$ cat src/hdl/bus_conditioner.sv
// Synchronizes SCL and SDA and turns them into filtered edge, START and STOP pulses
`timescale 1ns/1ns

module bus_conditioner (
    input  logic clk,
    input  logic rst_n,
    input  logic scl,
    input  logic sda,
    output logic scl_rise,
    output logic scl_fall,
    output logic start_seen,
    output logic stop_seen,
    output logic sda_level
);

    logic [1:0] scl_sync;
    logic [1:0] sda_sync;
    logic       scl_clean;
    logic       sda_clean;
    logic       scl_d1;
    logic       scl_d2;
    logic       sda_d1;
    logic       sda_d2;
    logic       scl_stable_high;

    // Two-flop synchronizers plus two history samples per line
    always_ff @(posedge clk or negedge rst_n) begin
        if (!rst_n) begin
            scl_sync <= 2'b11;
            sda_sync <= 2'b11;
            scl_d1   <= 1'b1;
            scl_d2   <= 1'b1;
            sda_d1   <= 1'b1;
            sda_d2   <= 1'b1;
        end else begin
            scl_sync <= {scl_sync[0], scl};
            sda_sync <= {sda_sync[0], sda};
            scl_d1   <= scl_clean;
            scl_d2   <= scl_d1;
            sda_d1   <= sda_clean;
            sda_d2   <= sda_d1;
        end
    end

    assign scl_clean = scl_sync[1];
    assign sda_clean = sda_sync[1];

    // An edge counts once the new level has held for two samples
    assign scl_rise = scl_clean & scl_d1 & ~scl_d2;
    assign scl_fall = ~scl_clean & ~scl_d1 & scl_d2;

    assign scl_stable_high = scl_clean & scl_d1 & scl_d2;

    // SDA moving while SCL is held high marks START or STOP
    assign start_seen = ~sda_clean & ~sda_d1 & sda_d2 & scl_stable_high;
    assign stop_seen  = sda_clean & sda_d1 & ~sda_d2 & scl_stable_high;

    assign sda_level = sda_clean;

endmodule

$ cat config.mk
export PLATFORM = sky130hd
export DESIGN_NAME = bus_conditioner
export DESIGN_NICKNAME = d
export VERILOG_FILES = /design/src/hdl/bus_conditioner.sv
export SDC_FILE = /design/constraint.sdc
export NUM_CORES = 1
export LEC_CHECK = 0
export ABC_AREA = 1
export BUFFER_PORTS_ARGS = -buffer_cell sky130_fd_sc_hd__clkbuf_2
export CORE_AREA = 4 4 41 43
export DETAILED_ROUTE_END_ITERATION = 16
export DIE_AREA = 0 0 45 47
export PLACE_DENSITY_LB_ADDON = 0.08
export SLEW_MARGIN = 40
export SYNTH_ARGS = -nofsm -noshare
export SYNTH_HDL_FRONTEND = slang
export SYNTH_SLANG_ARGS = --single-unit
export TNS_END_PERCENT = 100
$ cat constraint.sdc
create_clock -name clk -period 1 [get_ports clk]
set_clock_uncertainty 0.1 [all_clocks]
set_input_delay 0.1 -clock clk [delete_from_list [all_inputs] [get_ports clk]]
set_output_delay 0.1 -clock clk [all_outputs]
set_load 0.01 [all_outputs]
## Yosys cells after proc, flatten, opt, wreduce, memory -nomap -nowiden

Cells that the tools add are included.

- Flip-flop bits (word level): 8
- Bits in latches: 0
- Bits in writable memories: 0
- Bits in read-only memories: 0
- Input port bits: 4
- Memories: 0

- Add/sub/neg operators: 0
- Multipliers: 0
- Div/mod/pow operators: 0
- Order comparisons: 0
- Equal/unequal tests: 0
- Shift-type cells: 0
- Mux-type cells: 0
- Bitwise logic cells: 17
- Reduce and logical (&&, ||, !) cells: 0

Operators with widths:

| kind | count |
|---|---|
| 1-bit bitwise AND | 11 |
| 1-bit inverter | 6 |

## Longest topological paths before layout

Gate-level depths: netlist of the first run.

- Depth after elaboration: 4
- Mapped depth: 3

## Worst setup path before layout of the first run

OpenSTA, ideal clock, no wires.

- Kind: register -> output
- From: register scl_d2
- To: output scl_fall
- Arrival: 0.833 ns
- Data required time: 0.800 ns
- Path slack: -0.033 ns
- Stages on the path, launching flop included: 2
- Buffers on the path: 0
- Cells stage by stage: dfstp_2 nor3b_1

- Cells in the longest elaborated chain, start to end: 1

Ends and longest elaborated chain:

| item | RTL line | RTL |
|---|---|---|
| start: declaration | 21 | `logic scl_d2;` |
| start signal: assignment | 39 | `scl_d2 <= scl_d1;` |
| 1-bit bitwise AND | 50 | `assign scl_fall = ~scl_clean & ~scl_d1 & scl_d2;` |
| end: declaration | 10 | `output logic scl_fall,` |

No other way between the ends.

## Worst setup path after layout of the first run

- From: register scl_d1
- To: output stop_seen

- Cells in the longest elaborated chain, start to end: 3

Ends and longest elaborated chain:

| item | RTL line | RTL |
|---|---|---|
| start: declaration | 20 | `logic scl_d1;` |
| start signal: assignment | 38 | `scl_d1 <= scl_clean;` |
| 1-bit bitwise AND (2 in series) | 52 | `assign scl_stable_high = scl_clean & scl_d1 & scl_d2;` |
| 1-bit bitwise AND | 56 | `assign stop_seen = sda_clean & sda_d1 & ~sda_d2 & scl_stable_high;` |
| end: declaration | 12 | `output logic stop_seen,` |

No other way between the ends.

==> results.json, run 1 <==
{
  "antenna_left": 0,
  "drtIter0Drc": 0,
  "fillCellCount": 138,
  "setup_violations": 5,
  "p_leak_nw": 0.1853,
  "htreeDepth": 1,
  "firstDrtPassIters": 1,
  "p_per_area_nw_per_um2": 1576,
  "hold_ws_ps": 254.5,
  "syn-instance-count": 18,
  "insertion_delay_ps": 250,
  "hold_violations": 0,
  "worstPathArrival_ps": 1100,
  "worstPathMaxFanout": 4,
  "max_cap_violations": 0,
  "vias": 173,
  "rsz0062_at_grt": "true",
  "r2r_slack_ps": 200,
  "dpl-instance-area_um2": 340.3,
  "final_core_util_pct": 32.02,
  "final_cells": 50,
  "placedCellCount": 44,
  "wire_per_inst_um": 8.340,
  "cts_root_buffer": "clkbuf_4",
  "syn_area_um2": 254.0,
  "drive_above_1_share_pct": 74.29,
  "synth.distinct_cells": 6,
  "syn-mean-instance-area_um2": 14.11,
  "crit_family": "flip-flops",
  "grt_pass1_wl_um": 669,
  "nets": 41,
  "hold_class": "reg2reg",
  "cts.clk_slew.worst_paths_ps": 50,
  "design.portCount": 9,
  "violations": "setup timing",
  "n_antenna_cell": 0,
  "via_per_inst": 3.460,
  "status": "finished, violations left",
  "gp_congestion": 0.6237,
  "ys_seq_area_share_pct": 82.76,
  "grt-ovfl-total": 0,
  "drc_errors": 0,
  "yosysWarnings": 0,
  "dp_hpwl_um": 312.9,
  "synth_seq_cells": 8,
  "cp_num_buf_inv": 1,
  "setup_slack_ps": -296.8,
  "grt_start_max_net_pins": 9,
  "die_x_um": 45,
  "grt_pass1_vias": 183,
  "track_usage_pct": 4.956,
  "start_util_pct": 19.52,
  "cts_buffers": 3,
  "area_growth_pct": 64.04,
  "vdd_drop_max_mv": 0.5052,
  "critPathSlowestCell": "dfstp_2",
  "crit_chain": "nand3_4, nor2_2, buf_2",
  "min_period_ps": 1297,
  "maxSlewViolCount": 0,
  "postLayoutCellArea_um2": 416.7,
  "worst-setup-path-type": "reg2out",
  "power_w": 0.0006565,
  "synth_area_leader_cell": "dfstp_2",
  "antenna_found_initial": 0,
  "drt_wl_total_um": 417,
  "clk_path_buf_depth": 2,
  "die_h_um": 47,
  "synth_nets": 22,
  "die_area_um2": 2115,
  "rows": 13,
  "ys_top_cells_by_area": "dfstp_2 (83%), nor2_1 (5.9%), nand3_1 (3.9%), nand2_1 (3.0%), nor3b_1 (3.0%)",
  "synth_top_area_share_pct": 82.76,
  "max_freq_ghz": 0.7712,
  "fp.coreArea_um2": 1301,
  "cts_tree": "yes",
  "clock_sinks": 8,
  "required_ps": 800,
  "portBuffers": 8,
  "crit_path_start_kind": "flip-flop",
  "min_period_over_period_pct": 129.7,
  "end_kind": "output port",
  "cpPeakStageDelay_ps": 570,
  "worstMarginPinSlew_ps": 187.5,
  "relSlewSlack_pct": 87.50
}
## logic make-up (layout without fill, tap and decap cells)
group                  Yosys count  in the layout  synth area share, %
buffers and inverters            1             18                1.476
AND/OR/NAND/NOR                  9              9                15.76
flip-flops                       8              8                82.76
## synthesized netlist by cell type
cell     number
dfstp_2       8
nor2_1        4
nand2_1       2
nand3_1       2
inv_1         1
nor3b_1       1
## worst paths after layout
| check | startpoint | endpoint | cells after the start |
|---|---|---|---|
| max | scl_d1 | stop_seen | 3 |
| min | scl_sync[0] | scl_sync[1] | 0 |
| max reg2reg | sda_sync[1] | sda_d1 | 1 |
| min reg2reg | scl_sync[0] | scl_sync[1] | 0 |
| max in group asynchronous | rst_n | scl_sync[1] | 2 |
| min in group asynchronous | rst_n | sda_sync[0] | 2 |
## state kept, by name, summed over array words and instances, names as in the netlist
signal    flops
scl_d1        1
scl_d2        1
scl_sync      2
sda_d1        1
sda_d2        1
sda_sync      2
## through the flow
stage	setup TNS (ps)	setup slack (ps)
final	-1346	-296.8
after global routing	-1686	-380.8
after detailed placement	-202.2	-97.65
after global placement	-132.6	-63.92
after CTS	-1507	-339.8
after floorplan	-19.89	-9.945
## repair_timing
item                                   CTS  global route
resized for setup                        1             8
setup endpoints to repair                5             5
pin swaps                                5             1
endpoints found under the hold margin   10             0
hold buffers                             3             0
setup buffers                            0             0
## power breakdown
group	internal [W]	leakage, nW	switching (W)
Clock	0.000137	0.0138	0.0000997
Sequential	0.000354	0.0841	0.0000138
Combinational	0.0000313	0.0874	0.0000206
Total	0.000522	0.185	0.000134
## layout make-up
type                       count  area, um2  area share, %
clock buffer                   3      22.52          5.405
inverter                       1      3.754         0.9009
multi-input combinational      9      62.56          15.02
sequential                     8      210.2          50.45
tap                           15      18.77          4.505
timing repair buffer          14      98.84          23.72
## per-layer routing
layer	share of wire, %	global-route usage [%]
met1	45	5.412
met2	44	5.932
met3	11	2.299
met4	0	7.018
met5	0	0
## cells in the final DEF (no fill, tap or decap)
cell / Yosys / routed
dfstp_2: 8 / 8
nand3_1: 2 / 1
clkbuf_4: 0 / 3
clkbuf_2: 0 / 4
buf_4: 0 / 3
inv_1: 1 / 1
nor3b_2: 0 / 1
nand2_1: 2 / 2
dlygate4sd3_1: 0 / 3
nor2_2: 0 / 2
buf_2: 0 / 3
nand3_4: 0 / 1
buf_6: 0 / 1
nor2_1: 4 / 2
No activity file was read; power rests on OpenSTA's default activity.
==> run 2: changes to the inputs <==
- ABC_AREA: 1 -> default
==> run 2 against run 1 <==
The run still ends with setup timing left. Cell count down 4.0%. Combinational power up 19%. Maximum frequency down 11%. Critical endpoint is now start_seen. Largest power group unchanged.
==> results.json, run 2 <==
{
  "track_usage_pct": 6.235,
  "drtIter0Drc": 0,
  "critPathSlowestCell": "dfstp_2",
  "seq_power_share_pct": 55.2,
  "crit_chain": "nand3_4, nor4b_4, buf_2",
  "fin_tns_setup_ps": -1812,
  "reg_top3": "scl_sync: 2 flops, sda_sync: 2 flops",
  "yosysWarnings": 0,
  "cts_root_buffer": "clkbuf_4",
  "ys.flop_type": "dfstp_2",
  "worst-setup-path-type": "reg2out",
  "max_cap_violations": 0,
  "n_antenna_cell": 0,
  "rsz0062_at_grt": "true",
  "grt_pass1_wl_um": 869,
  "p_int_w": 0.0005289,
  "layout_commonest_cell": "dfstp_2",
  "gp_congestion": 0.5439,
  "synthArstFlopShare_pct": 100.0,
  "start_util_pct": 19.90,
  "syn-mean-instance-area_um2": 17.27,
  "fillCellCount": 145,
  "worstMarginPinSlew_ps": 189.8,
  "crit_family": "flip-flops",
  "die_h_um": 47,
  "clk_path_buf_depth": 2,
  "end_kind": "output port",
  "nets": 39,
  "min_period_over_period_pct": 146.1,
  "violations": "setup timing",
  "cts_buffers": 3,
  "worstPathArrival_ps": 1260,
  "dp_hpwl_um": 329.3,
  "status": "finished, violations left",
  "hold_ws_ps": 256.8,
  "cts.clk_slew.worst_paths_ps": 50,
  "maxSlewViolCount": 0,
  "final_cells": 48,
  "ys_seq_area_share_pct": 81.16,
  "min_period_ps": 1461,
  "final_cell_mix": "dfstp_2 (8), buf_2 (4)",
  "wire_per_inst_um": 9.875,
  "hold_class": "reg2reg",
  "vdd_drop_max_mv": 0.5332,
  "syn_area_um2": 259.0,
  "syn-instance-count": 15,
  "clock_sinks": 8,
  "worstPathMaxFanout": 2,
  "fp.coreArea_um2": 1301,
  "synth_top_cells_by_count": "dfstp_2 (8), nand2_1 (2)",
  "yosysMostFrequentCell": "dfstp_2",
  "area_growth_pct": 68.12,
  "antenna_found_initial": 0,
  "max_freq_ghz": 0.6845,
  "antenna_left": 0,
  "cts_tree": "yes",
  "vias": 174,
  "synth.distinct_cells": 7,
  "cpPeakStageDelay_ps": 550,
  "placedCellCount": 42,
  "regArea_um2": 210.2,
  "synth_edf_count": 0,
  "power_w": 0.0006671,
  "synth_nets": 19,
  "power_frac_comb_pct": 9.3,
  "synth_seq_cells": 8,
  "drive_above_1_share_pct": 78.79,
  "design.portCount": 9,
  "portBuffers": 8,
  "synth_top_area_share_pct": 81.16,
  "die_area_um2": 2115,
  "insertion_delay_ps": 250,
  "grt_pass1_vias": 205,
  "switching_power_w": 0.0001382,
  "rows": 13,
  "ys_top_cells_by_area": "dfstp_2 (81%), nor4b_2 (5.8%), nand3_2 (3.9%), nand2_1 (2.9%), nor3b_1 (2.9%)",
  "grt_start_max_net_pins": 9,
  "place_ws_ps": -261.3,
  "via_per_inst": 3.625,
  "hold_violations": 0,
  "firstDrtPassIters": 1,
  "drt_wl_total_um": 474,
  "relSlewSlack_pct": 87.35,
  "p_sw_share_pct": 20.71,
  "p_per_area_nw_per_um2": 1532,
  "post-cts-setup-buffers": 0,
  "crit_path_start_kind": "flip-flop",
  "die_x_um": 45,
  "p_leak_nw": 0.1926,
  "multi_input_area_um2": 70.07,
  "setup_slack_ps": -461.0,
  "required_ps": 800,
  "grt-ovfl-total": 0,
  "drc_errors": 0,
  "cp_num_buf_inv": 1,
  "htreeDepth": 1,
  "synth_area_leader_cell": "dfstp_2",
  "setup_violations": 5,
  "clock_power_share_pct": 35.6
}
[run 2: cell types whose count changed after synthesis, sizes merged]
cell | previous run | this run
inv | 1 | 0
nand3 | 2 | 1
nor4b | 0 | 1
nor2 | 4 | 1
nor3 | 0 | 1
[run 2: path summary, 6_finish.rpt]
| path | cells after the start | start | slack, ps | to |
|---|---|---|---|---|
| setup / recovery | 3 | scl_d2 | -460 | start_seen |
| hold / removal | 0 | sda_sync[0] | 260 | sda_sync[1] |
| setup reg to reg | 1 | scl_d1 | 170 | scl_d2 |
| hold reg to reg | 0 | sda_sync[0] | 260 | sda_sync[1] |
| max in group asynchronous | 2 | rst_n | 430 | scl_d2 |
| min in group asynchronous | 2 | rst_n | 340 | sda_sync[1] |
[run 2: area by class of cell]
type	instances	share of cell area [%]
Clock buffer	3	5.172
Timing Repair Buffer	15	26.15
Tap cell	15	4.310
Sequential cell	8	48.28
Multi-Input combinational cell	7	16.09
[run 2: kinds of logic (layout without fill, tap and decap cells)]
kind of cell  Yosys count  in the layout  share of synthesized area (%)
buf+inv                 0             18                              0
flops                   8              8                          81.16
simple gates            7              7                          18.84
[run 2: what timing repair did]
action                     CTS  global route
pin swaps                    1             0
setup endpoints to repair    5             5
hold buffers                 3             0
cloned                       0             0
hold endpoints to repair    10             0
gates resized for setup      4             5
[run 2: metrics by stage]
stage | utilization, % | area (um2)
global route | 33.46 | 435.4
finish | 33.46 | 435.4
global placement | 27.40 | 356.6
floorplan | - | 267.8
detailed placement | 27.40 | 356.6
CTS | 33.37 | 434.2
[run 2: routing by layer]
layer	up-vias	GRT usage, %	routed length, um
met5	-	0	0
li1	87	-	-
met3	0	2.299	28
met2	6	9.040	249
met4	0	7.018	0
met1	81	6.588	196
[run 2: power by group through the flow]
stage | Sequential (W) | Clock (W) | Combinational [W]
final | 0.000368 | 0.000237 | 0.0000619
after global routing | 0.000370 | 0.000271 | 0.0000683
after CTS | 0.000368 | 0.000257 | 0.0000616
after detailed placement | 0.000369 | 0 | 0.0000458
after global placement | 0.000368 | 0 | 0.0000451
after floorplan | 0.000372 | 0 | 0.0000109
