==> config.mk <==
export PLATFORM = sky130hd
export DESIGN_NAME = register_map_flat
export DESIGN_NICKNAME = d
export VERILOG_FILES = /design/src/hdl/i2c_target_pkg.sv /design/src/hdl/regmap_if.sv /design/src/hdl/register_map.sv /design/src/flat_wrapper.sv
export SDC_FILE = /design/constraint.sdc
export NUM_CORES = 1
export LEC_CHECK = 0
export ABC_CLOCK_PERIOD_IN_PS = 1620
export BUFFER_PORTS_ARGS = -buffer_cell sky130_fd_sc_hd__clkbuf_2
export CAP_MARGIN = 20
export CORE_ASPECT_RATIO = 0.7
export CORE_MARGIN = 2
export CORE_UTILIZATION = 42
export DETAILED_ROUTE_END_ITERATION = 7
export PLACE_DENSITY = 0.83
export SLEW_MARGIN = 20
export SYNTH_ARGS = -nofsm -noshare
export SYNTH_HDL_FRONTEND = slang
export SYNTH_SLANG_ARGS = --single-unit
==> constraint.sdc <==
create_clock -name clk -period 1.62 [get_ports clk]
set_input_delay 0.081 -clock clk [delete_from_list [all_inputs] [get_ports clk]]
set_output_delay 0.081 -clock clk [all_outputs]
set_load 0.02 [all_outputs]
==> src/hdl/i2c_target_pkg.sv <==
// Widths, register map constants, bus address and protocol states shared by the I2C target
package i2c_target_pkg;

    typedef logic [7:0]  byte_t;
    typedef logic [7:0]  page_t;
    typedef logic [7:0]  reg_addr_t;
    typedef logic [15:0] version_word_t;
    typedef logic [2:0]  version_index_t;
    typedef logic [3:0]  bit_count_t;

    // 7-bit address this target answers on the bus
    localparam logic [6:0] target_address = 7'h48;

    localparam page_t page_version = 8'h00;
    localparam page_t page_config  = 8'h01;

    localparam reg_addr_t reg_brightness   = 8'h00;
    localparam reg_addr_t reg_contrast     = 8'h01;
    // Reads on the version page wrap here
    localparam reg_addr_t version_last_reg = 8'h0F;

    localparam byte_t brightness_default = 8'h80;
    localparam byte_t contrast_default   = 8'h40;
    localparam byte_t unmapped_data      = 8'hFF;

    // Byte-level protocol states
    typedef enum logic [3:0] {
        idle,
        start_seen,
        address,
        address_ack,
        write_data,
        write_ack,
        read_data,
        read_ack,
        wait_idle
    } state_t;

endpackage

==> src/hdl/regmap_if.sv <==
// Register pointer, write strobe and read data passed from the protocol engine to the register map
`timescale 1ns/1ns

interface regmap_if;

    // Current page and register pointer
    i2c_target_pkg::page_t     page;
    i2c_target_pkg::reg_addr_t reg_addr;

    // One-cycle write of wr_data to page/reg_addr
    logic                      wr_strobe;
    i2c_target_pkg::byte_t     wr_data;

    // Combinational read data for the current pointer
    i2c_target_pkg::byte_t     rd_data;

    modport engine (
        output page,
        output reg_addr,
        output wr_strobe,
        output wr_data,
        input  rd_data
    );

    modport regmap (
        input  page,
        input  reg_addr,
        input  wr_strobe,
        input  wr_data,
        output rd_data
    );

endinterface

==> src/hdl/register_map.sv <==
// Configuration registers and read data selection between the version port and config page
`timescale 1ns/1ns

module register_map (
    input  logic                           clk,
    input  logic                           rst_n,
    regmap_if.regmap                       regmap,
    output i2c_target_pkg::version_index_t version_addr,
    input  i2c_target_pkg::version_word_t  version_data,
    output i2c_target_pkg::byte_t          brightness,
    output i2c_target_pkg::byte_t          contrast
);

    logic config_write;
    logic version_hit;

    // Writes land only on the configuration page
    assign config_write = regmap.wr_strobe && (regmap.page == i2c_target_pkg::page_config);

    always_ff @(posedge clk or negedge rst_n) begin
        if (!rst_n) begin
            brightness <= i2c_target_pkg::brightness_default;
            contrast   <= i2c_target_pkg::contrast_default;
        end else if (config_write) begin
            case (regmap.reg_addr)
                i2c_target_pkg::reg_brightness: begin
                    brightness <= regmap.wr_data;
                end
                i2c_target_pkg::reg_contrast: begin
                    contrast <= regmap.wr_data;
                end
                default: begin
                    brightness <= brightness;
                end
            endcase
        end
    end

    // Two register numbers per version word
    assign version_addr = regmap.reg_addr[3:1];

    assign version_hit = (regmap.page == i2c_target_pkg::page_version) &&
                         (regmap.reg_addr <= i2c_target_pkg::version_last_reg);

    always_comb begin
        regmap.rd_data = i2c_target_pkg::unmapped_data;
        if (version_hit) begin
            // Even register is the high byte
            if (regmap.reg_addr[0]) begin
                regmap.rd_data = version_data[7:0];
            end else begin
                regmap.rd_data = version_data[15:8];
            end
        end else if (regmap.page == i2c_target_pkg::page_config) begin
            case (regmap.reg_addr)
                i2c_target_pkg::reg_brightness: begin
                    regmap.rd_data = brightness;
                end
                i2c_target_pkg::reg_contrast: begin
                    regmap.rd_data = contrast;
                end
                default: begin
                    regmap.rd_data = i2c_target_pkg::unmapped_data;
                end
            endcase
        end
    end

endmodule

==> src/flat_wrapper.sv <==
// flat-port wrapper written by rule: the top's interface ports become plain ports
module register_map_flat 
  (clk, rst_n, version_addr, version_data, brightness, contrast, regmap_page, regmap_reg_addr, regmap_wr_strobe, regmap_wr_data, regmap_rd_data);
  regmap_if regmap_i ();
  input  logic clk;
  input  logic rst_n;
  output i2c_target_pkg::version_index_t version_addr;
  input  i2c_target_pkg::version_word_t version_data;
  output i2c_target_pkg::byte_t brightness;
  output i2c_target_pkg::byte_t contrast;
  input wire logic [$bits(regmap_i.page)-1:0] regmap_page;
  input wire logic [$bits(regmap_i.reg_addr)-1:0] regmap_reg_addr;
  input wire logic [$bits(regmap_i.wr_strobe)-1:0] regmap_wr_strobe;
  input wire logic [$bits(regmap_i.wr_data)-1:0] regmap_wr_data;
  output wire logic [$bits(regmap_i.rd_data)-1:0] regmap_rd_data;
  assign regmap_i.page = regmap_page;
  assign regmap_i.reg_addr = regmap_reg_addr;
  assign regmap_i.wr_strobe = regmap_wr_strobe;
  assign regmap_i.wr_data = regmap_wr_data;
  assign regmap_rd_data = regmap_i.rd_data;
  register_map u_core (.clk(clk), .rst_n(rst_n), .regmap(regmap_i), .version_addr(version_addr), .version_data(version_data), .brightness(brightness), .contrast(contrast));
endmodule
Word-level counts from Yosys, hierarchy flattened
Index checks and enable logic that the tools add are counted.
{ "word_totals": {"latch_bits": 0, "in_bits": 43, "wordCells": 15, "mem_count": 0, "ff_bits": 16, "rom_bits": 0, "mem_bits_rw": 0} }
{ "op_classes": {"n_mux": 4, "n_lt_le_gt_ge": 1, "add_sub_neg": 0, "shifts": 0, "div_mod_pow": 0, "reduce_logical": 6, "bitwise": 0, "mul": 0, "eq_ne": 2} }
{ "ops": {"columns": ["cell", "count"], "rows": [
  ["$mux 8", 3],
  ["$eq 8x1->1 const B", 2],
  ["$logic_not 8->1", 2],
  ["$pmux 8 s2", 1],
  ["$le 8x4->1 const B", 1],
  ["$reduce_and 2->1", 2],
  ["$logic_and 1x1->1", 2]
]} }

Logic depth before layout (Yosys ltp)
Gate-level depths: netlist (run 1).
{ "depth": {"word_depth": 4, "depth_mapped": 6, "mapped_depth_nobuf": 4} }

Least setup slack after synthesis (run 1)
No wires, ideal clock.
{ "synth_timing": {"kind": "input to register", "start": "in regmap_reg_addr[5]", "end": "reg u_core.brightness[0]", "t_arrival_ns": 1.299, "path_buffers": 2, "setup_ns": 0.127, "setup_slack_ns": 0.193, "required_ns": 1.493, "cell_stages": 6, "path_cell_list": "nor4_2 -> and4_1 -> buf_4 -> and3b_1 -> buf_4 -> mux2_1"} }
{ "synth_between": {"elab_chain_cells": 2} }
{ "synth_lines": {"columns": ["element", "line", "rtl"], "rows": [
  ["start: declaration", "flat_wrapper.sv:12", "input wire logic [$bits(regmap_i.reg_addr)-1:0] regmap_reg_addr;"],
  ["$logic_not 8->1", "register_map.sv:25", "case (regmap.reg_addr)"],
  ["$reduce_and 2->1 (no source line)", null, null],
  ["end signal: assignment", "register_map.sv:22", "brightness <= i2c_target_pkg::brightness_default;"],
  ["end signal: assignment", "register_map.sv:27", "brightness <= regmap.wr_data;"],
  ["end signal: assignment", "register_map.sv:33", "brightness <= brightness;"],
  ["end: declaration", "register_map.sv:10", "output i2c_target_pkg::byte_t brightness,"]
]} }
No other way between the ends.
A chain may end at the register's enable or synchronous reset.

Worst setup path after layout (run 1)
{ "layout_timing": {"start": "in regmap_page[3]", "end": "out regmap_rd_data[2]"} }
{ "layout_between": {"elab_chain_cells": 3, "word_cells_on_any_way": 5, "cone_classes": "1 x eq/ne; 2 x mux; 2 x reduce/logical"} }
{ "layout_lines": {"columns": ["element", "line", "rtl"], "rows": [
  ["start: declaration", "flat_wrapper.sv:11", "input wire logic [$bits(regmap_i.page)-1:0] regmap_page;"],
  ["$eq 8x1->1 / $logic_not 8->1 (equally long branches)", "register_map.sv:54, register_map.sv:42", null],
  ["$mux 8 / $logic_and 1x1->1 (equally long branches)", "register_map.sv:54, register_map.sv:42", null],
  ["$mux 8 *", "register_map.sv:47", "if (version_hit) begin"],
  ["end: declaration", "flat_wrapper.sv:15", "output wire logic [$bits(regmap_i.rd_data)-1:0] regmap_rd_data;"]
]} }
Every way passes the cells marked *; elsewhere a longest branch is shown, timed or not.

==> flow_metrics.env, run 1 <==
export IMPL_dpl_worst_slack_ns=-0.0673
export IMPL_firstDrtPassIters=4
export IMPL_powerDensity_mw_per_mm2=556
export IMPL_drv_cap=0
export IMPL_clockBufferDepth=2
export IMPL_final_antenna_net_count=0
export IMPL_finalSetupViolCount=0
export IMPL_start_kind="primary input"
export IMPL_syn_area_per_cell_um2=11.6
export IMPL_clockPowerShare=0.343
export IMPL_ios=70
export IMPL_fmax_mhz=690
export IMPL_syn_instance_count=81
export IMPL_area_growth_pct=46.6
export IMPL_multi_input_area_um2=482
export IMPL_finClkSkew_ns=0
export IMPL_hold_violations=0
export IMPL_wire_per_inst_um=13.9
export IMPL_outcome="finished clean"
export IMPL_placedInstanceArea_mm2=0.00134
export IMPL_drv_slew=0
export IMPL_fin_nets=197
export IMPL_timing_hold_ws_ns=0.0291
export IMPL_finalPower_uw=768
export IMPL_path_common_cell="clkbuf_2"
export IMPL_crit_type="primary input to output port"
export IMPL_cts_resized_gates=0
export IMPL_cts_tree="done"
export IMPL_numCtsBuffers=3
export IMPL_cpMaxStageDelayCell="nor4_2"
export IMPL_critPathArrivalTime_ns=1.37
export IMPL_cts_clk_slew_worst_paths_ns=0.10
export IMPL_grt_overflow_total=0
export IMPL_ys_types=17
export IMPL_rows=14
export IMPL_clock_sinks=16
export IMPL_p_int_uw=591
export IMPL_seq_power_share=0.521
export IMPL_grt_pass1_wl_um=4040
export IMPL_synth_nets=124
export IMPL_power_leakage_nw=0.765
export IMPL_gp_congestion=0.691
export IMPL_synth_seq_area_share=0.428
export IMPL_die_width_um=60.6
export IMPL_seqCellArea_um2=403
export IMPL_most_common_layout_cells="clkbuf_2, mux2_1, dfrtp_1"
export IMPL_via_per_inst=4.97
export IMPL_comb_power_share=0.137
export IMPL_crit_chain="clkbuf_2 > nor4_2 > nand4b_1 > buf_4 > a211oi_1 > a21oi_1 > clkbuf_2"
export IMPL_setup_ws_ns=0.171
export IMPL_ys_seq_elements=16
export IMPL_ir_worst_vdd_v=0.000444
export IMPL_grt_usage=0.210
export IMPL_clockRootBuffer="clkbuf_4"
export IMPL_relSlewSlack=0.730
export IMPL_finalCritPeriodShare=0.894
export IMPL_wl_um=2570
export IMPL_insertion_delay_ns=0.28
export IMPL_hpwl_um=2110
export IMPL_critPathMaxStageDelay_ns=0.37
export IMPL_yosysWarnings=0
export IMPL_vias=919
export IMPL_drive_above_1_share=0.549
export IMPL_post_route_drc_count=0
export IMPL_diodes=0
export IMPL_first_global_vias=922
export IMPL_start_util=0.441
export IMPL_n_fill_cell=183
export IMPL_io_buffers=69
export IMPL_syn_area_um2=942
export IMPL_rsz0062_at_grt="no"
export IMPL_die_area_mm2=0.00264
export IMPL_min_path_type="primary input to register"
export IMPL_final_common_cell="clkbuf_2"
export IMPL_core_area_mm2=0.00214
export IMPL_die_h_um=43.6
export IMPL_switching_share=0.230
export IMPL_period_needed_ns=1.45
export IMPL_p_switching_uw=176
export IMPL_cp_end_kind="output port"
export IMPL_htree_levels=1
export IMPL_setup_tns_ns=0
export IMPL_finish_instance_area_mm2=0.00138
export IMPL_tightest_slew_ns=0.405
export IMPL_antenna_found_initial=0
export IMPL_drt_iter0_drc=36
export IMPL_post_cts_setup_buffers=0
export IMPL_required_ns=1.54
export IMPL_grt_max_degree=17
export IMPL_crit_path_max_fanout=8
## worst max-delay path, delay by kind of cell
kind	cells	cell delay, ns
AND/OR/NAND/NOR	2	0.51
buffers and inverters	3	0.45
AO/OA/AOI/OAI	2	0.34
## final timing paths
path	startpoint	to	slack [ns]	cells after the start
worst max register to register	u_core.contrast[0]$_DFFE_PN0P_	u_core.contrast[0]$_DFFE_PN0P_	0.79	1
worst max-delay path	regmap_page[3]	regmap_rd_data[2]	0.17	7
worst min register to register	u_core.brightness[3]$_DFFE_PN0P_	u_core.brightness[3]$_DFFE_PN0P_	0.53	1
min in group asynchronous	rst_n	u_core.brightness[4]$_DFFE_PN0P_	0.25	2
worst min-delay path	regmap_wr_data[4]	u_core.contrast[4]$_DFFE_PN0P_	0.03	2
max in group asynchronous	rst_n	u_core.contrast[6]$_DFFE_PN1P_	1.05	2
## cells in the mapped netlist, drive strengths merged
| cell | instances | area (um^2) |
|---|---|---|
| mux2 | 16 | 180 |
| dfrtp | 14 | 350 |
| a211oi | 8 | 60.1 |
| a21oi | 8 | 40.0 |
| mux2i | 8 | 80.1 |
| nor2b | 8 | 50.1 |
| buf | 7 | 50.0 |
| clkbuf | 2 | 7.51 |
| dfstp | 2 | 52.6 |
| nor4 | 2 | 25.0 |
| and3 | 1 | 6.26 |
| and3b | 1 | 8.76 |
| and4 | 1 | 8.76 |
| nand4b | 1 | 8.76 |
| nor3 | 1 | 5.00 |
| nor4b | 1 | 8.76 |
## metrics by stage
stage,instances,util
CTS,185,0.646
finish,185,0.646
global placement,180,0.625
global route,185,0.646
floorplan,81,-
detailed placement,180,0.625
## metal layers
layer / part of all wire / track usage / up-vias
li1: - / - / 443
met1: 0.41 / 0.254 / 425
met2: 0.50 / 0.357 / 43
met3: 0.065 / 0.0627 / 8
met4: 0.026 / 0.0739 / 0
met5: 0 / 0 / -
## cell type report
| cell class | count | area share |
|---|---|---|
| Timing Repair Buffer | 77 | 0.304 |
| Multi-Input combinational cell | 56 | 0.349 |
| Clock buffer | 4 | 0.0263 |
| Sequential cell | 16 | 0.292 |
| Tap cell | 32 | 0.0290 |
## power by group through the flow
stage	Sequential, mW	Clock (mW)	Combinational [mW]
finish	0.400	0.263	0.105
CTS	0.400	0.273	0.106
global route	0.400	0.292	0.114
global placement	0.407	0	0.0994
floorplan	0.408	0	0.0367
detailed placement	0.407	0	0.103
## sequential cells by signal, indices dropped and copies added, names as in the netlist
| register | cells |
|---|---|
| u_core.brightness | 8 |
| u_core.contrast | 8 |
## kinds of logic (layout without fill, tap and decap cells)
group           Yosys count  count (layout)  synth area share
compound gates           16              16             0.106
buf+inv                   9              81            0.0611
flops                    16              16             0.428
mux                      24              24             0.276
simple gates             16              16             0.129
## what timing repair did
item | CTS | global route
endpoints found under the hold margin | 14 | 0
hold buffers | 1 | 0
setup endpoints to repair | 0 | 0
Power figures use the tool's default switching activity.
==> run 2, diff against run 1 <==
PLACE_DENSITY = 0.92   (was 0.83)
==> flow_metrics.env, run 2 (same netlist as run 1, synthesis figures left out) <==
export IMPL_hold_violations=0
export IMPL_crit_type="primary input to output port"
export IMPL_cts_clk_slew_worst_paths_ns=0.10
export IMPL_top_layer="met4"
export IMPL_cts_tree="done"
export IMPL_start_kind="primary input"
export IMPL_rsz0062_at_grt="no"
export IMPL_ios=70
export IMPL_power_leakage_nw=0.760
export IMPL_wl_met3_um=183
export IMPL_die_width_um=60.6
export IMPL_io_buffers=69
export IMPL_finalCritPeriodShare=0.911
export IMPL_die_area_mm2=0.00264
export IMPL_critPathMaxStageDelay_ns=0.30
export IMPL_n_fill_cell=176
export IMPL_fin_nets=196
export IMPL_cp_end_kind="output port"
export IMPL_rows=14
export IMPL_wl_met1_um=1200
export IMPL_reg_largest_list="u_core.brightness x8, u_core.contrast x8"
export IMPL_relSlewSlack=0.718
export IMPL_drv_slew=0
export IMPL_numCtsBuffers=3
export IMPL_first_global_vias=986
export IMPL_die_h_um=43.6
export IMPL_crit_path_max_fanout=7
export IMPL_htree_levels=1
export IMPL_grt_usage=0.227
export IMPL_core_area_mm2=0.00214
export IMPL_insertion_delay_ns=0.29
export IMPL_start_util=0.441
export IMPL_required_ns=1.54
export IMPL_cpMaxStageDelayCell="nor4_2"
export IMPL_powerDensity_mw_per_mm2=564
export IMPL_setup_tns_ns=0
export IMPL_diodes=0
export IMPL_ir_worst_vdd_v=0.000368
export IMPL_drv_cap=0
export IMPL_area_growth_pct=45.8
export IMPL_hpwl_um=2320
export IMPL_period_needed_ns=1.48
export IMPL_grt_pass1_wl_um=4380
export IMPL_final_antenna_net_count=0
export IMPL_wire_per_inst_um=15.5
export IMPL_grt_max_degree=17
export IMPL_outcome="finished clean"
export IMPL_min_path_type="primary input to register"
export IMPL_tightest_slew_ns=0.423
export IMPL_wl_met2_um=1390
export IMPL_post_route_drc_count=0
export IMPL_vias=959
export IMPL_finClkSkew_ns=0
export IMPL_via_per_inst=5.21
export IMPL_finalPower_uw=775
export IMPL_gp_congestion=0.822
export IMPL_clockRootBuffer="clkbuf_4"
export IMPL_clockBufferDepth=2
export IMPL_fmax_mhz=678
export IMPL_grt_overflow_total=0
export IMPL_critPathArrivalTime_ns=1.39
export IMPL_most_common_layout_cells="clkbuf_2, mux2_1, dfrtp_1"
export IMPL_drt_iter0_drc=25
export IMPL_crit_buf_inv=3
export IMPL_clock_sinks=16
export IMPL_final_common_cell="clkbuf_2"
export IMPL_post_route_util=0.643
export IMPL_crit_chain="clkbuf_2 > nor4_2 > nand4b_1 > buf_4 > a211oi_1 > a21oi_1 > clkbuf_2"
export IMPL_path_common_cell="clkbuf_2"
export IMPL_finalSetupViolCount=0
export IMPL_wl_um=2850
export IMPL_antenna_found_initial=0
export IMPL_cpLargestDelayFamily="simple AND/OR/NAND/NOR gates"
export IMPL_firstDrtPassIters=4
export IMPL_drive_above_1_share=0.546
==> run 2: cell count changes in the layout (fill, tap and decap cells not counted) <==
cell,before,now
buf_4,6,5
==> run 2: power by group <==
| group | switching (mW) | total, mW | internal [mW] | leakage [nW] |
|---|---|---|---|---|
| clock network | 0.132 | 0.269 | 0.137 | 0.0210 |
| registers | 0.000109 | 0.400 | 0.400 | 0.216 |
| logic | 0.0524 | 0.106 | 0.0537 | 0.523 |
| total | 0.185 | 0.775 | 0.590 | 0.760 |
==> run 2: path summary, 6_finish.rpt <==
path	slack, ns	cells past startpoint	startpoint	to
hold / removal	0.02	2	regmap_wr_data[0]	u_core.contrast[0]$_DFFE_PN0P_
setup / recovery	0.14	7	regmap_page[3]	regmap_rd_data[4]
max in group asynchronous	1.03	2	rst_n	u_core.contrast[6]$_DFFE_PN1P_
setup reg to reg	0.79	1	u_core.contrast[2]$_DFFE_PN0P_	u_core.contrast[2]$_DFFE_PN0P_
min in group asynchronous	0.25	2	rst_n	u_core.brightness[4]$_DFFE_PN0P_
hold reg to reg	0.52	1	u_core.brightness[2]$_DFFE_PN0P_	u_core.brightness[2]$_DFFE_PN0P_
==> run 2: repair_timing <==
item,4_1_cts,5_1_grt
buffers inserted,0,0
resized for setup,0,0
hold buffers,1,0
endpoints found under the hold margin,14,0
==> run 2: stage by stage <==
step / setup slack, ns / hold slack (ns) / instances / instance area (um^2)
finish: 0.144 / 0.0178 / 184 / 1370
CTS: 0.126 / 0.0142 / 184 / 1370
global route: 0.0595 / 0.00571 / 184 / 1370
floorplan: 0.193 / -0.215 / 81 / 942
global placement: 0.120 / 0.0113 / 179 / 1330
detailed placement: 0.0220 / 0.0299 / 179 / 1330
==> run 2: cell type report <==
| cell class | count | area [um^2] | area share |
|---|---|---|---|
| clock buffers | 4 | 36.3 | 0.0264 |
| well taps | 32 | 40.0 | 0.0291 |
| multi-input cells | 56 | 482 | 0.351 |
| repair buffers | 76 | 413 | 0.301 |
| flip-flops and latches | 16 | 403 | 0.293 |
==> run 2: metal layers <==
layer	up-vias	global-route usage
met5	-	0
met4	0	0.0783
met3	8	0.0687
met2	52	0.374
met1	457	0.285
li1	442	-
