--- src/hdl/i2c_target_pkg.sv ---
// Widths, register map constants, bus address and protocol states shared by the I2C target
package i2c_target_pkg;

    typedef logic [7:0]  byte_t;
    typedef logic [7:0]  page_t;
    typedef logic [7:0]  reg_addr_t;
    typedef logic [15:0] version_word_t;
    typedef logic [2:0]  version_index_t;
    typedef logic [3:0]  bit_count_t;

    // 7-bit address this target answers on the bus
    localparam logic [6:0] target_address = 7'h48;

    localparam page_t page_version = 8'h00;
    localparam page_t page_config  = 8'h01;

    localparam reg_addr_t reg_brightness   = 8'h00;
    localparam reg_addr_t reg_contrast     = 8'h01;
    // Reads on the version page wrap here
    localparam reg_addr_t version_last_reg = 8'h0F;

    localparam byte_t brightness_default = 8'h80;
    localparam byte_t contrast_default   = 8'h40;
    localparam byte_t unmapped_data      = 8'hFF;

    // Byte-level protocol states
    typedef enum logic [3:0] {
        idle,
        start_seen,
        address,
        address_ack,
        write_data,
        write_ack,
        read_data,
        read_ack,
        wait_idle
    } state_t;

endpackage

--- src/hdl/regmap_if.sv ---
// Register pointer, write strobe and read data passed from the protocol engine to the register map
`timescale 1ns/1ns

interface regmap_if;

    // Current page and register pointer
    i2c_target_pkg::page_t     page;
    i2c_target_pkg::reg_addr_t reg_addr;

    // One-cycle write of wr_data to page/reg_addr
    logic                      wr_strobe;
    i2c_target_pkg::byte_t     wr_data;

    // Combinational read data for the current pointer
    i2c_target_pkg::byte_t     rd_data;

    modport engine (
        output page,
        output reg_addr,
        output wr_strobe,
        output wr_data,
        input  rd_data
    );

    modport regmap (
        input  page,
        input  reg_addr,
        input  wr_strobe,
        input  wr_data,
        output rd_data
    );

endinterface

--- src/hdl/i2c_protocol_fsm.sv ---
// Byte-level I2C target engine: address match, pointer handling, ACKs and the SDA drive
`timescale 1ns/1ns

module i2c_protocol_fsm (
    input  logic     clk,
    input  logic     rst_n,
    input  logic     scl_rise,
    input  logic     scl_fall,
    input  logic     start_seen,
    input  logic     stop_seen,
    input  logic     sda_level,
    regmap_if.engine regmap,
    output logic     sda_oe,
    output logic     sda_low_bit
);

    i2c_target_pkg::state_t     state;
    i2c_target_pkg::bit_count_t bit_cnt;
    i2c_target_pkg::byte_t      shift_reg;
    i2c_target_pkg::page_t      page;
    i2c_target_pkg::reg_addr_t  reg_addr;
    i2c_target_pkg::reg_addr_t  read_next;
    i2c_target_pkg::byte_t      wr_data;
    logic                       wr_strobe;
    logic [1:0]                 write_count;
    logic                       master_ack;
    logic                       addr_match;

    assign regmap.page      = page;
    assign regmap.reg_addr  = reg_addr;
    assign regmap.wr_strobe = wr_strobe;
    assign regmap.wr_data   = wr_data;

    assign addr_match = (shift_reg[7:1] == i2c_target_pkg::target_address);

    // Next register for a read, the version page wraps after its last byte
    assign read_next = (page == i2c_target_pkg::page_version &&
                        reg_addr == i2c_target_pkg::version_last_reg) ? 8'h00 : reg_addr + 8'd1;

    always_ff @(posedge clk or negedge rst_n) begin
        if (!rst_n) begin
            state       <= i2c_target_pkg::idle;
            bit_cnt     <= '0;
            shift_reg   <= '0;
            page        <= i2c_target_pkg::page_version;
            reg_addr    <= '0;
            wr_data     <= '0;
            wr_strobe   <= 1'b0;
            write_count <= '0;
            master_ack  <= 1'b0;
            sda_oe      <= 1'b0;
            sda_low_bit <= 1'b1;
        end else begin
            wr_strobe <= 1'b0;

            // Register map takes the byte on this edge, move on to the next register
            if (wr_strobe) begin
                reg_addr <= reg_addr + 8'd1;
            end

            if (stop_seen) begin
                state       <= i2c_target_pkg::wait_idle;
                bit_cnt     <= '0;
                write_count <= '0;
                sda_oe      <= 1'b0;
            end else if (start_seen) begin
                // Repeated start keeps pointer and byte count
                state   <= i2c_target_pkg::start_seen;
                bit_cnt <= '0;
                sda_oe  <= 1'b0;
            end else begin
                case (state)
                    i2c_target_pkg::idle: begin
                        bit_cnt <= '0;
                    end

                    i2c_target_pkg::start_seen: begin
                        state <= i2c_target_pkg::address;
                    end

                    i2c_target_pkg::address: begin
                        if (scl_rise) begin
                            shift_reg <= {shift_reg[6:0], sda_level};
                            bit_cnt   <= bit_cnt + 4'd1;
                        end else if (scl_fall && bit_cnt == 4'd8) begin
                            bit_cnt <= '0;
                            if (addr_match) begin
                                state       <= i2c_target_pkg::address_ack;
                                sda_oe      <= 1'b1;
                                sda_low_bit <= 1'b0;
                            end else begin
                                // Not ours, leave SDA released (NACK)
                                state <= i2c_target_pkg::wait_idle;
                            end
                        end
                    end

                    i2c_target_pkg::address_ack: begin
                        if (scl_fall) begin
                            if (shift_reg[0]) begin
                                // Read: first byte goes out right away
                                state       <= i2c_target_pkg::read_data;
                                shift_reg   <= regmap.rd_data;
                                sda_low_bit <= regmap.rd_data[7];
                            end else begin
                                state  <= i2c_target_pkg::write_data;
                                sda_oe <= 1'b0;
                            end
                        end
                    end

                    i2c_target_pkg::write_data: begin
                        if (scl_rise) begin
                            shift_reg <= {shift_reg[6:0], sda_level};
                            bit_cnt   <= bit_cnt + 4'd1;
                        end else if (scl_fall && bit_cnt == 4'd8) begin
                            state       <= i2c_target_pkg::write_ack;
                            bit_cnt     <= '0;
                            sda_oe      <= 1'b1;
                            sda_low_bit <= 1'b0;
                        end
                    end

                    i2c_target_pkg::write_ack: begin
                        if (scl_fall) begin
                            state  <= i2c_target_pkg::write_data;
                            sda_oe <= 1'b0;
                            case (write_count)
                                2'd0: begin
                                    // Single byte selects a version register
                                    page        <= i2c_target_pkg::page_version;
                                    reg_addr    <= shift_reg;
                                    write_count <= 2'd1;
                                end
                                2'd1: begin
                                    // First byte was the page
                                    page        <= reg_addr;
                                    reg_addr    <= shift_reg;
                                    write_count <= 2'd2;
                                end
                                default: begin
                                    wr_strobe <= 1'b1;
                                    wr_data   <= shift_reg;
                                end
                            endcase
                        end
                    end

                    i2c_target_pkg::read_data: begin
                        if (scl_rise) begin
                            bit_cnt <= bit_cnt + 4'd1;
                        end else if (scl_fall) begin
                            if (bit_cnt == 4'd8) begin
                                // Hand SDA to the controller for its ACK
                                state   <= i2c_target_pkg::read_ack;
                                bit_cnt <= '0;
                                sda_oe  <= 1'b0;
                            end else if (bit_cnt != 4'd0) begin
                                sda_low_bit <= shift_reg[6];
                                shift_reg   <= {shift_reg[6:0], 1'b1};
                            end
                        end
                    end

                    i2c_target_pkg::read_ack: begin
                        if (scl_rise) begin
                            master_ack <= ~sda_level;
                            // Advance now so rd_data is settled by the SCL fall
                            if (!sda_level) begin
                                reg_addr <= read_next;
                            end
                        end else if (scl_fall) begin
                            if (master_ack) begin
                                state       <= i2c_target_pkg::read_data;
                                shift_reg   <= regmap.rd_data;
                                sda_oe      <= 1'b1;
                                sda_low_bit <= regmap.rd_data[7];
                            end else begin
                                state <= i2c_target_pkg::wait_idle;
                            end
                        end
                    end

                    i2c_target_pkg::wait_idle: begin
                        state <= i2c_target_pkg::idle;
                    end

                    default: begin
                        state  <= i2c_target_pkg::idle;
                        sda_oe <= 1'b0;
                    end
                endcase
            end
        end
    end

endmodule

--- src/flat_wrapper.sv ---
// flat-port wrapper written by rule: the top's interface ports become plain ports
module i2c_protocol_fsm_flat 
  (clk, rst_n, scl_rise, scl_fall, start_seen, stop_seen, sda_level, sda_oe, sda_low_bit, regmap_page, regmap_reg_addr, regmap_wr_strobe, regmap_wr_data, regmap_rd_data);
  regmap_if regmap_i ();
  input  logic clk;
  input  logic rst_n;
  input  logic scl_rise;
  input  logic scl_fall;
  input  logic start_seen;
  input  logic stop_seen;
  input  logic sda_level;
  output logic sda_oe;
  output logic sda_low_bit;
  output wire logic [$bits(regmap_i.page)-1:0] regmap_page;
  output wire logic [$bits(regmap_i.reg_addr)-1:0] regmap_reg_addr;
  output wire logic [$bits(regmap_i.wr_strobe)-1:0] regmap_wr_strobe;
  output wire logic [$bits(regmap_i.wr_data)-1:0] regmap_wr_data;
  input wire logic [$bits(regmap_i.rd_data)-1:0] regmap_rd_data;
  assign regmap_page = regmap_i.page;
  assign regmap_reg_addr = regmap_i.reg_addr;
  assign regmap_wr_strobe = regmap_i.wr_strobe;
  assign regmap_wr_data = regmap_i.wr_data;
  assign regmap_i.rd_data = regmap_rd_data;
  i2c_protocol_fsm u_core (.clk(clk), .rst_n(rst_n), .scl_rise(scl_rise), .scl_fall(scl_fall), .start_seen(start_seen), .stop_seen(stop_seen), .sda_level(sda_level), .regmap(regmap_i), .sda_oe(sda_oe), .sda_low_bit(sda_low_bit));
endmodule
--- config.mk ---
export PLATFORM = sky130hd
export DESIGN_NAME = i2c_protocol_fsm_flat
export DESIGN_NICKNAME = d
export VERILOG_FILES = /design/src/hdl/i2c_target_pkg.sv /design/src/hdl/regmap_if.sv /design/src/hdl/i2c_protocol_fsm.sv /design/src/flat_wrapper.sv
export SDC_FILE = /design/constraint.sdc
export NUM_CORES = 1
export LEC_CHECK = 0
export BUFFER_PORTS_ARGS = -buffer_cell sky130_fd_sc_hd__buf_2
export CORE_MARGIN = 10
export CORE_UTILIZATION = 41
export CTS_CLUSTER_DIAMETER = 100
export DETAILED_ROUTE_END_ITERATION = 8
export GPL_TIMING_DRIVEN = 0
export MAX_ROUTING_LAYER = met4
export PLACE_DENSITY = 0.72
export SYNTH_ARGS = -nofsm -noshare
export SYNTH_HDL_FRONTEND = slang
export SYNTH_SLANG_ARGS = --single-unit
--- constraint.sdc ---
create_clock -name clk -period 1.8 [get_ports clk]
set_input_delay 0.18 -clock clk [delete_from_list [all_inputs] [get_ports clk]]
set_output_delay 0.18 -clock clk [all_outputs]
set_load 0.03 [all_outputs]
# ---- Word-level counts from Yosys, hierarchy flattened
# Cells that the tools add are included.
dict set report word_totals {
  ff_bits 46
  in_bits 15
  out_inout_bits 27
  word_cells 179
}
dict set report classes {
  addsub 2
  eq_ne 47
  muxes 88
  bitwise 4
  reduce_logical 26
}
# operator count
set ops {}
lappend ops {{2-to-1 mux 8 bit} 18}
lappend ops {{2-to-1 mux 4 bit} 22}
lappend ops {{!= test 4 bit, second input constant} 9}
lappend ops {{2-to-1 mux 1 bit} 35}
lappend ops {{one-hot mux 4 bit (8 select lines)} 1}
lappend ops {{one-hot mux 8 bit (2 select lines)} 2}
lappend ops {{one-hot mux 8 bit (4 select lines)} 1}
lappend ops {{AND reduction 12 bit} 2}
lappend ops {{!= test 4 x 3 -> 1 bit, second input constant} 5}
lappend ops {{AND reduction 17 bit} 1}
lappend ops {{== test 4 x 3 -> 1 bit, second input constant} 4}
lappend ops {{!= test 2 x 1 -> 1 bit, second input constant} 8}
lappend ops {{!= test 2 bit, second input constant} 8}
lappend ops {{AND reduction 15 bit} 1}
lappend ops {{AND reduction 13 bit} 1}
lappend ops {{one-hot mux 4 bit (3 select lines)} 1}
lappend ops {{AND reduction 4 bit} 3}
lappend ops {{2-to-1 mux 2 bit} 5}
lappend ops {{AND reduction 5 bit} 2}
lappend ops {{nonzero test 5 bit} 2}
lappend ops {{adder 8 x 1 -> 8 bit, second input constant} 1}
lappend ops {{== test 4 x 2 -> 1 bit, second input constant} 2}
lappend ops {{== test 4 bit, second input constant} 2}
lappend ops {{== test 8 x 4 -> 1 bit, second input constant} 1}
lappend ops {{22 further kinds} 30}

# ---- Longest topological paths before layout
# Gate-level depths: netlist of run 1.
dict set report logic_depth {
  ltp_word 8
  depth_mapped 7
  ltp_nobuf 7
}

# ---- Worst setup path after synthesis of run 1
# OpenSTA, ideal clock, no wires.
dict set report synth_path {
  path_type {register to register}
  start {reg u_core.bit_cnt[0]}
  end {reg u_core.shift_reg[1]}
  setup_ns 0.125
  t_arrival_ns 1.776
  required_time_ns 1.675
  setup_slack_ns -0.101
  path_stages_with_launch 8
  path_buffers 0
  period_less_slack_ns 1.901
  cell_sequence {dfrtp_1 -> inv_1 -> ha_1 -> nor2b_1 -> o2111ai_1 -> o211ai_2 -> a211oi_4 -> mux2_2}
}
dict set report synth_between {
  elab_chain_cells 3
  elab_cells_between_ends 5
  cone_classes {eq/ne: 3; reduce/logical: 2}
}
# item line
set synth_rtl {}
lappend synth_rtl {{start: declaration} i2c_protocol_fsm.sv:18} ;# i2c_target_pkg::bit_count_t bit_cnt;
lappend synth_rtl {{start signal: assignment} i2c_protocol_fsm.sv:84} ;# bit_cnt <= bit_cnt + 4'd1;
lappend synth_rtl {{start signal: assignment} i2c_protocol_fsm.sv:115} ;# bit_cnt <= bit_cnt + 4'd1;
lappend synth_rtl {{start signal: assignment} i2c_protocol_fsm.sv:151} ;# bit_cnt <= bit_cnt + 4'd1;
lappend synth_rtl {{== test 4 bit or nonzero test 4 bit (tied branches)} {i2c_protocol_fsm.sv:153, i2c_protocol_fsm.sv:158}}
lappend synth_rtl {{!= test 2 bit (no source line) or != test 2 x 1 -> 1 bit (tied branches)} --}
lappend synth_rtl {{AND reduction 13 bit (no source line) *} --}
lappend synth_rtl {{end signal: assignment} i2c_protocol_fsm.sv:114} ;# shift_reg <= {shift_reg[6:0], sda_level};
lappend synth_rtl {{end signal: assignment} i2c_protocol_fsm.sv:160} ;# shift_reg <= {shift_reg[6:0], 1'b1};
lappend synth_rtl {{end signal: assignment} i2c_protocol_fsm.sv:175} ;# shift_reg <= regmap.rd_data;
lappend synth_rtl {{end: declaration} i2c_protocol_fsm.sv:19} ;# i2c_target_pkg::byte_t shift_reg;
# Every way passes the cells marked *; elsewhere a longest branch is shown, timed or not.
# A chain may end at the register's enable or synchronous reset.

# ---- Final worst setup path of run 1
dict set report layout_path {
  start {reg u_core.bit_cnt[1]}
  end {reg u_core.shift_reg[3]}
}
# Same word-level chain as after synthesis.

==> results of run 1 <==
-- kinds of logic (layout without fill, tap and decap cells) --
| group | Yosys count | count (layout) |
|---|---|---|
| muxes | 17 | 17 |
| DFF | 46 | 46 |
| xor gates and xnor gates | 3 | 3 |
| adders and majority gates | 3 | 3 |
| and+or+nand+nor | 133 | 133 |
| AOI/OAI and AO/OA | 83 | 83 |
| buffers and inverters | 28 | 98 |
-- critical path, cell delays in order, from the launching register on --
cell	delay [ns]
dfrtp_1	0.37
inv_1	0.07
ha_4	0.16
nor2b_4	0.12
o2111ai_2	0.21
o211ai_4	0.14
a211oi_4	0.28
buf_12	0.17
mux2_4	0.29
-- per-layer routing --
metal | track usage, % | vias to the layer above | part of all wire (%)
met4 | 4.06 | 0 | 2.2
met1 | 21.7 | 1395 | 43
met2 | 26.7 | 139 | 47
met5 | - | - | 0
li1 | - | 1302 | -
met3 | 4.42 | 28 | 8.2
-- synthesized netlist by cell type, drive strengths merged, types with 2 or more instances --
cell      n  area (um^2)
nand3    13         65.1
nor3     10         55.1
o41ai     4         35.0
nor2     22         85.1
o21bai    3         22.5
a211o     2         17.5
nor4      7         58.8
a211oi    2         27.5
o22ai     5         31.3
a21oi    11         55.1
o31ai     9         67.6
a22oi     3         22.5
nand4     3         18.8
o21a      2         15.0
clkbuf    3         11.3
and3      5         31.3
nand2    48          180
o211ai    2         20.0
a2111oi   2         17.5
nor2b     7         43.8
a31oi     4         25.0
dfrtp    45         1130
a41oi     2         17.5
or2       3         18.8
xor2      2         17.5
a22o      8         70.1
inv      11         41.3
mux2     16          180
nor3b     2         15.0
buf      14         75.1
nor4b     2         23.8
or4b      2         20.0
ha        3         37.5
o21ai    16         80.1
-- power breakdown --
group          internal (W)  switching [W]  leakage, nW
registers           0.00104      0.0000196        0.621
logic             0.0000678       0.000123         1.06
clock network      0.000275       0.000368       0.0452
total               0.00139       0.000511         1.72
-- final timing paths --
path	from	end	depth (start not counted)
max in group asynchronous	rst_n	u_core.regmap.reg_addr[0]	1
hold reg to reg	u_core.regmap.page[1]	u_core.regmap.page[1]	2
min in group clk	stop_seen	u_core.write_count[0]	2
hold / removal	rst_n	u_core.state[3]	1
setup / recovery	u_core.bit_cnt[1]	u_core.shift_reg[3]	8
setup reg to reg	u_core.bit_cnt[1]	u_core.shift_reg[3]	8
-- cell type report --
| cell class | count | area, um^2 |
|---|---|---|
| buffer | 17 | 136 |
| clock inverter | 2 | 13.8 |
| timing repair buffer | 62 | 389 |
| inverter | 11 | 41.3 |
| clock buffer | 6 | 72.6 |
| tap | 80 | 100 |
| fill | 597 | 3020 |
| multi-input combinational | 239 | 1830 |
| sequential | 46 | 1160 |
-- stage by stage --
step / cells / util, % / TNS (ns)
after floorplan: 313 / - / -0.424
after global placement: 434 / 46.7 / -4.94
after detailed placement: 434 / 46.7 / -6.17
after CTS: 454 / 51.5 / -0.505
after global routing: 463 / 55.3 / -3.16
final: 463 / 55.3 / -1.54
-- repair_timing --
item	in CTS	in global routing
endpoints found under the hold margin	0	0
cloned	0	1
buffers inserted	12	8
gates resized for setup	36	39
pin swaps	10	8
endpoints found under the setup margin	37	42
==> qor.txt, run 1 <==
Status: finished, violations left
Failing checks: setup timing
Dpl cell area: 3160 um^2
R2R Setup Slk: -0.14 ns
CTS tree: done
Min cycle time layout: 1.94 ns
Skew final: 0.00679 ns
Maximum VDD drop: 0.381 mV
Synth Cell Area: 2820 um^2
Synth warn: 0
Synth Area in Simple Gates: 24.5%
Fmax: 0.516 GHz
Pwr dens: 508 nW/um^2
Die height: 103 um
Cell row count: 30
Number of global-route vias before repair: 2813
Final Slew Violations: 0
CTS clk-pin slew, worst paths: 0.09 ns
Asr flop ratio synth: 100%
Worst-Margin Slew: 1.05 ns
CTS Buf Count: 5
Multiplexer area fraction after synthesis: 6.75%
Initial DRT Pass Iterations: 5
IO buf count: 41
Commonest non-fill, non-tap cell in the layout: nand2_1
CP Class: reg -> reg
Yosys reg bits: 46
Fin worst setup slack: -0.140 ns
Die width: 103 um
Grt ovf: 0
Worst slew margin: 30.0%
Post-Synth XOR/XNOR Area: 0.932%
Post-layout nets: 400
EDFF count, synth: 0
Via density: 6.19
Core Area: 6760 um^2
Post-DRT Antenna Nets: 0
First-pass GRT wire length: 14.1 mm
Initial DRC count: 245
DR DRC count: 0
Post-DR wirelength/cell: 19.5 um
Area grow syn2layout: 32.6%
H-tree levels: 2
Clk sinks: 46
Area share of fa/ha/maj cells after synthesis: 1.33%
CP Launch Type: flip-flop
# diodes: 0
# hold bufs at CTS: 0
CTS Root Cell: clkbuf_8
Syn avg cell area: 9.01 um^2
Post-synth cell types: 65
LEAKAGE: 1.72 nW
RePlAce Congestion: 0.976
Die footprint: 10600 um^2
Worst EP arrival: 2.13 ns
Initial Utilization: 41.7%
Initial antenna violation count: 0
Fraction of layout cells with a size suffix above 1: 39.7%
Seq/Total Area, Yosys: 40.9%
Synth Area in Compound Gates: 21.0%
Design Power: 0.00190 W
Via count: 2864
Max-Cap Viols: 0
Post-synth top flop: dfrtp_1
Required @ worst endpoint: 1.99 ns
Critical Path End Type: flip-flop
I/O Pins: 42
Hold_ws: 0.0630 ns
WL final: 9.03 mm
Largest family of logic cells by synthesized area: simple AND/OR/NAND/NOR gates
Fin area: 3740 um^2
All-Layer GR Usage: 17.1%
Syn_nets: 331
Largest net degree at the start of global routing: 47
Final setup fails: 22
CP max FO: 7
HPWL Detailed: 5.96 mm
Clock Latency Late Sink: 0.31 ns
Worst Setup Slack post-DPL: -0.362 ns
Max clock buf depth: 2
Final period utilization: 108%
Mapped Cells: 313
Commonest cells after routing, fill and taps aside: 46 x nand2_1, 45 x buf_2, 42 x dfrtp_1
RSZ-0062 raised after global routing: true
Final hold viol count: 0
Hold Path Class: in -> async
Note: power is estimated with default switching activity, not from simulation.
==> inputs of run 2 (changes only) <==
--- a/config.mk
+++ b/config.mk
@@ -5,6 +5,7 @@
 export SDC_FILE = /design/constraint.sdc
 export NUM_CORES = 1
 export LEC_CHECK = 0
+export ABC_AREA = 1
 export BUFFER_PORTS_ARGS = -buffer_cell sky130_fd_sc_hd__buf_2
 export CORE_MARGIN = 10
 export CORE_UTILIZATION = 41
==> run 2 against run 1 <==
The flow now finishes without violations. Fmax up 15%. Clock power grew 27%. First-iteration DRC count down 8.2%. Synthesized area increased by 7.1%. Count of clock-buffer cells in the layout down 1. Non-clock buffer count decreased by 25. Combinational power grew 52%. Wire length fell by 4.9%. Clock skew rose by 0.0042 ns. Utilization shrank 6.0 points. Final area decreased by 4.8%. Critical path type unchanged. Critical endpoint is now u_core.shift_reg[5].
==> qor.txt, run 2 <==
I/O Pins: 42 (unchanged)
WL final: 8.59 mm (-4.9%)
Clock power share: 37.3% (+3.4 points)
Setup Total Neg Slack: 0 ns (+1.54 ns)
Commonest cells in the netlist: 156 x nand2_1, 45 x dfrtp_1, 44 x inv_1
Post-synth top area share: 37.3% (-2.7 points)
Cell mode on critical path: nand2_1
Clock Latency Late Sink: 0.30 ns (about the same)
CTS Buf Count: 5 (unchanged)
Switching pwr: 0.000625 W (+22%)
Core Area: 7210 um^2 (+6.8%)
Commonest non-fill, non-tap cell in the layout: nand2_1
Largest net degree at the start of global routing: 47 (unchanged)
Post-Synth XOR/XNOR Area: 0.870% (-0.062 points)
Post-synth cell types: 37 (-43%)
DR DRC count: 0 (unchanged)
Max clock buf depth: 2 (unchanged)
Worst path max stage delay: 0.48 ns (+0.11 ns)
Multiplexer area fraction after synthesis: 0% (-6.7 points)
Worst path cell trace: inv_4 -> nor2_4 -> nand2_1 -> inv_2 -> nand3_1 -> nand2_1 -> nor2_2 -> nand3_4 -> buf_6 -> nand2_1 -> o21ai_2
Die footprint: 11200 um^2 (+5.7%)
Mapped Cells: 444 (+42%)
CP max FO: 10 (+3)
All-Layer GR Usage: 15.5% (-1.6 points)
Via density: 5.24 (-15%)
Initial antenna violation count: 0 (unchanged)
Final hold viol count: 0 (unchanged)
CP Class: reg -> reg
Hold_ws: 0.0653 ns (+0.00235 ns)
HPWL Detailed: 6.56 mm (+10%)
Worst EP arrival: 1.88 ns (-0.25 ns)
Number of global-route vias before repair: 3016 (+7.2%)
CTS Root Cell: clkbuf_8
Int Power: 0.00157 W (+13%)
Met2 Track Usage GR: 24.5% (-2.2 points)
Final period utilization: 93.4% (-14 points)
Via count: 3122 (+9.0%)
Final std cells w/o fill: 596 (+29%)
Cell row count: 31 (+3.3%)
Worst-Margin Slew: 1.07 ns (+0.0179 ns)
Largest family of logic cells by synthesized area: simple AND/OR/NAND/NOR gates
Net Sw Frac: 28.5% (+1.6 points)
Die width: 106 um (+2.8%)
Commonest cells after routing, fill and taps aside: 154 x nand2_1, 44 x buf_2, 43 x inv_1
LEAKAGE: 1.80 nW (+4.6%)
Die height: 106 um (+2.8%)
Initial Utilization: 41.9% (+0.14 points)
Area grow syn2layout: 17.8%
Hold Path Class: in -> async
Seq/Total Area, Yosys: 38.2% (-2.7 points)
Top-count cell post-synth: nand2_1
Reg power frac: 49.5% (-6.6 points)
Yosys top cell by area: dfrtp_1
Maximum VDD drop: 0.351 mV (-7.9%)
Clk sinks: 46 (unchanged)
Reg-to-Reg Start: u_core.state[1]
GR peak layer: met2
Fraction of layout cells with a size suffix above 1: 20.7% (-19 points)
Post-layout nets: 514 (+28%)
Final setup fails: 0 (-100%)
IO buf count: 41 (unchanged)
Asr flop ratio synth: 100% (unchanged)
Area share of fa/ha/maj cells after synthesis: 1.24% (-0.089 points)
CP top delay family: simple AND/OR/NAND/NOR gates
Initial DRT Pass Iterations: 5 (unchanged)
First-pass GRT wire length: 14.4 mm (+1.7%)
GR met1 Demand/Resource: 20.4% (-1.3 points)
Synth Area in Simple Gates: 36.2% (+12 points)
Synth Area in Compound Gates: 15.2% (-5.8 points)
Synth Cell Area: 3020 um^2 (+7.1%)
Cells after DPL: 584 (+35%)
Yosys reg bits: 46 (unchanged)
FF-to-FF path depth: 11 (+3)
Combinational power share: 13.2% (+3.1 points)
Critical Path End Type: flip-flop
Required @ worst endpoint: 2.00 ns (about the same)
Initial DRC count: 225 (-8.2%)
# diodes: 0 (unchanged)
Reg2reg end: u_core.shift_reg[5]
R2R Setup Slk: 0.12 ns (+0.26 ns)
EDFF count, synth: 0 (unchanged)
CP Buf/Inv Count: 3 (+1)
Fin worst setup slack: 0.118 ns (+0.258 ns)
Pwr dens: 616 nW/um^2 (+21%)
Syn avg cell area: 6.80 um^2 (-24%)
CP Launch Point: u_core.state[1]
Grt ovf: 0 (unchanged)
# hold bufs at CTS: 0 (unchanged)
CTS tree: done
H-tree levels: 2 (unchanged)
CTS clk-pin slew, worst paths: 0.10 ns (about the same)
Status: finished clean
CP Launch Type: flip-flop
Worst path slowest cell: dfrtp_2
Post-DRT Antenna Nets: 0 (unchanged)
Post-synth top flop: dfrtp_1
Fmax: 0.595 GHz (+15%)
Synth warn: 0 (unchanged)
RePlAce Congestion: 0.949 (-2.8%)
Min cycle time layout: 1.68 ns (-0.258 ns)
RSZ-0062 raised after global routing: true
Met3 Use GR: 2.92% (-1.5 points)
Final Slew Violations: 0 (unchanged)
Worst Setup Slack post-DPL: -0.0327 ns (+0.330 ns)
Worst slew margin: 28.8% (-1.2 points)
Syn_nets: 462 (+40%)
Main area contributors after synthesis: dfrtp_1 37%, nand2_1 19%, nand3_1 6.1%
Post-DR wirelength/cell: 14.4 um (-26%)
Skew final: 0.0110 ns (+0.00423 ns)
Max-Cap Viols: 0 (unchanged)
## run 2: cell count changes in the layout (fill, tap and decap cells not counted), sizes merged, moves of 23 or more
| cell | delta |
|---|---|
| inv | +41 |
| o21ai | +28 |
| nand3 | +26 |
| nand2 | +114 |
| buf | -23 |
## run 2: final cells by class
cell class | instances | area [um^2]
Clock inverter | 3 | 47.5
Tap cell | 99 | 124
Buffer | 9 | 57.6
Sequential cell | 46 | 1160
Inverter | 52 | 198
Clock buffer | 5 | 68.8
Multi-Input combinational cell | 337 | 1670
Timing Repair Buffer | 45 | 235
Fill cell | 779 | 3660
## run 2: how the worst max path moves through the flow
stage,endpoint,cells past startpoint
2_1_floorplan,u_core.regmap.reg_addr[4],10
3_3_place_gp,u_core.state[1],6
3_5_place_dp,u_core.state[2],6
4_1_cts,u_core.shift_reg[5],11
5_1_grt,u_core.shift_reg[1],11
6_report,u_core.shift_reg[5],11
## run 2: metal layers
layer | wire length, um | vias up | part of all wire (%)
li1 | - | 1553 | -
met3 | 449 | 5 | 5.2
met2 | 4040 | 92 | 47
met1 | 4050 | 1472 | 47
met4 | 50 | 0 | 0.58
met5 | 0 | - | 0
## run 2: logic make-up (layout without fill, tap and decap cells)
logic type | count (synthesis) | after routing
compound gates | 79 | 79
xor+xnor | 3 | 3
fa+ha+maj | 3 | 3
buf+inv | 61 | 114
flops | 46 | 46
simple gates | 252 | 252
## run 2: power by group through the flow
stage	combinational, W	sequential (W)	clock, W
finish	0.000290	0.00109	0.000817
global route	0.000324	0.00109	0.000891
CTS	0.000283	0.00108	0.000852
detailed placement	0.000282	0.00111	0
global placement	0.000278	0.00110	0
floorplan	0.000138	0.00114	0
## run 2: per-stage QoR
stage / total power [W] / util [%] / instance area (um^2)
2_1_floorplan: 0.00128 / - / 3020
3_3_place_gp: 0.00138 / 46.4 / 3350
3_5_place_dp: 0.00139 / 46.4 / 3350
4_1_cts: 0.00222 / 48.0 / 3470
5_1_grt: 0.00231 / 49.3 / 3560
6_report: 0.00219 / 49.3 / 3560
## run 2: timing repair
item | CTS | global route
resized for setup | 0 | 23
endpoints found under the setup margin | 0 | 26
setup buffers | 0 | 4
endpoints found under the hold margin | 0 | 0
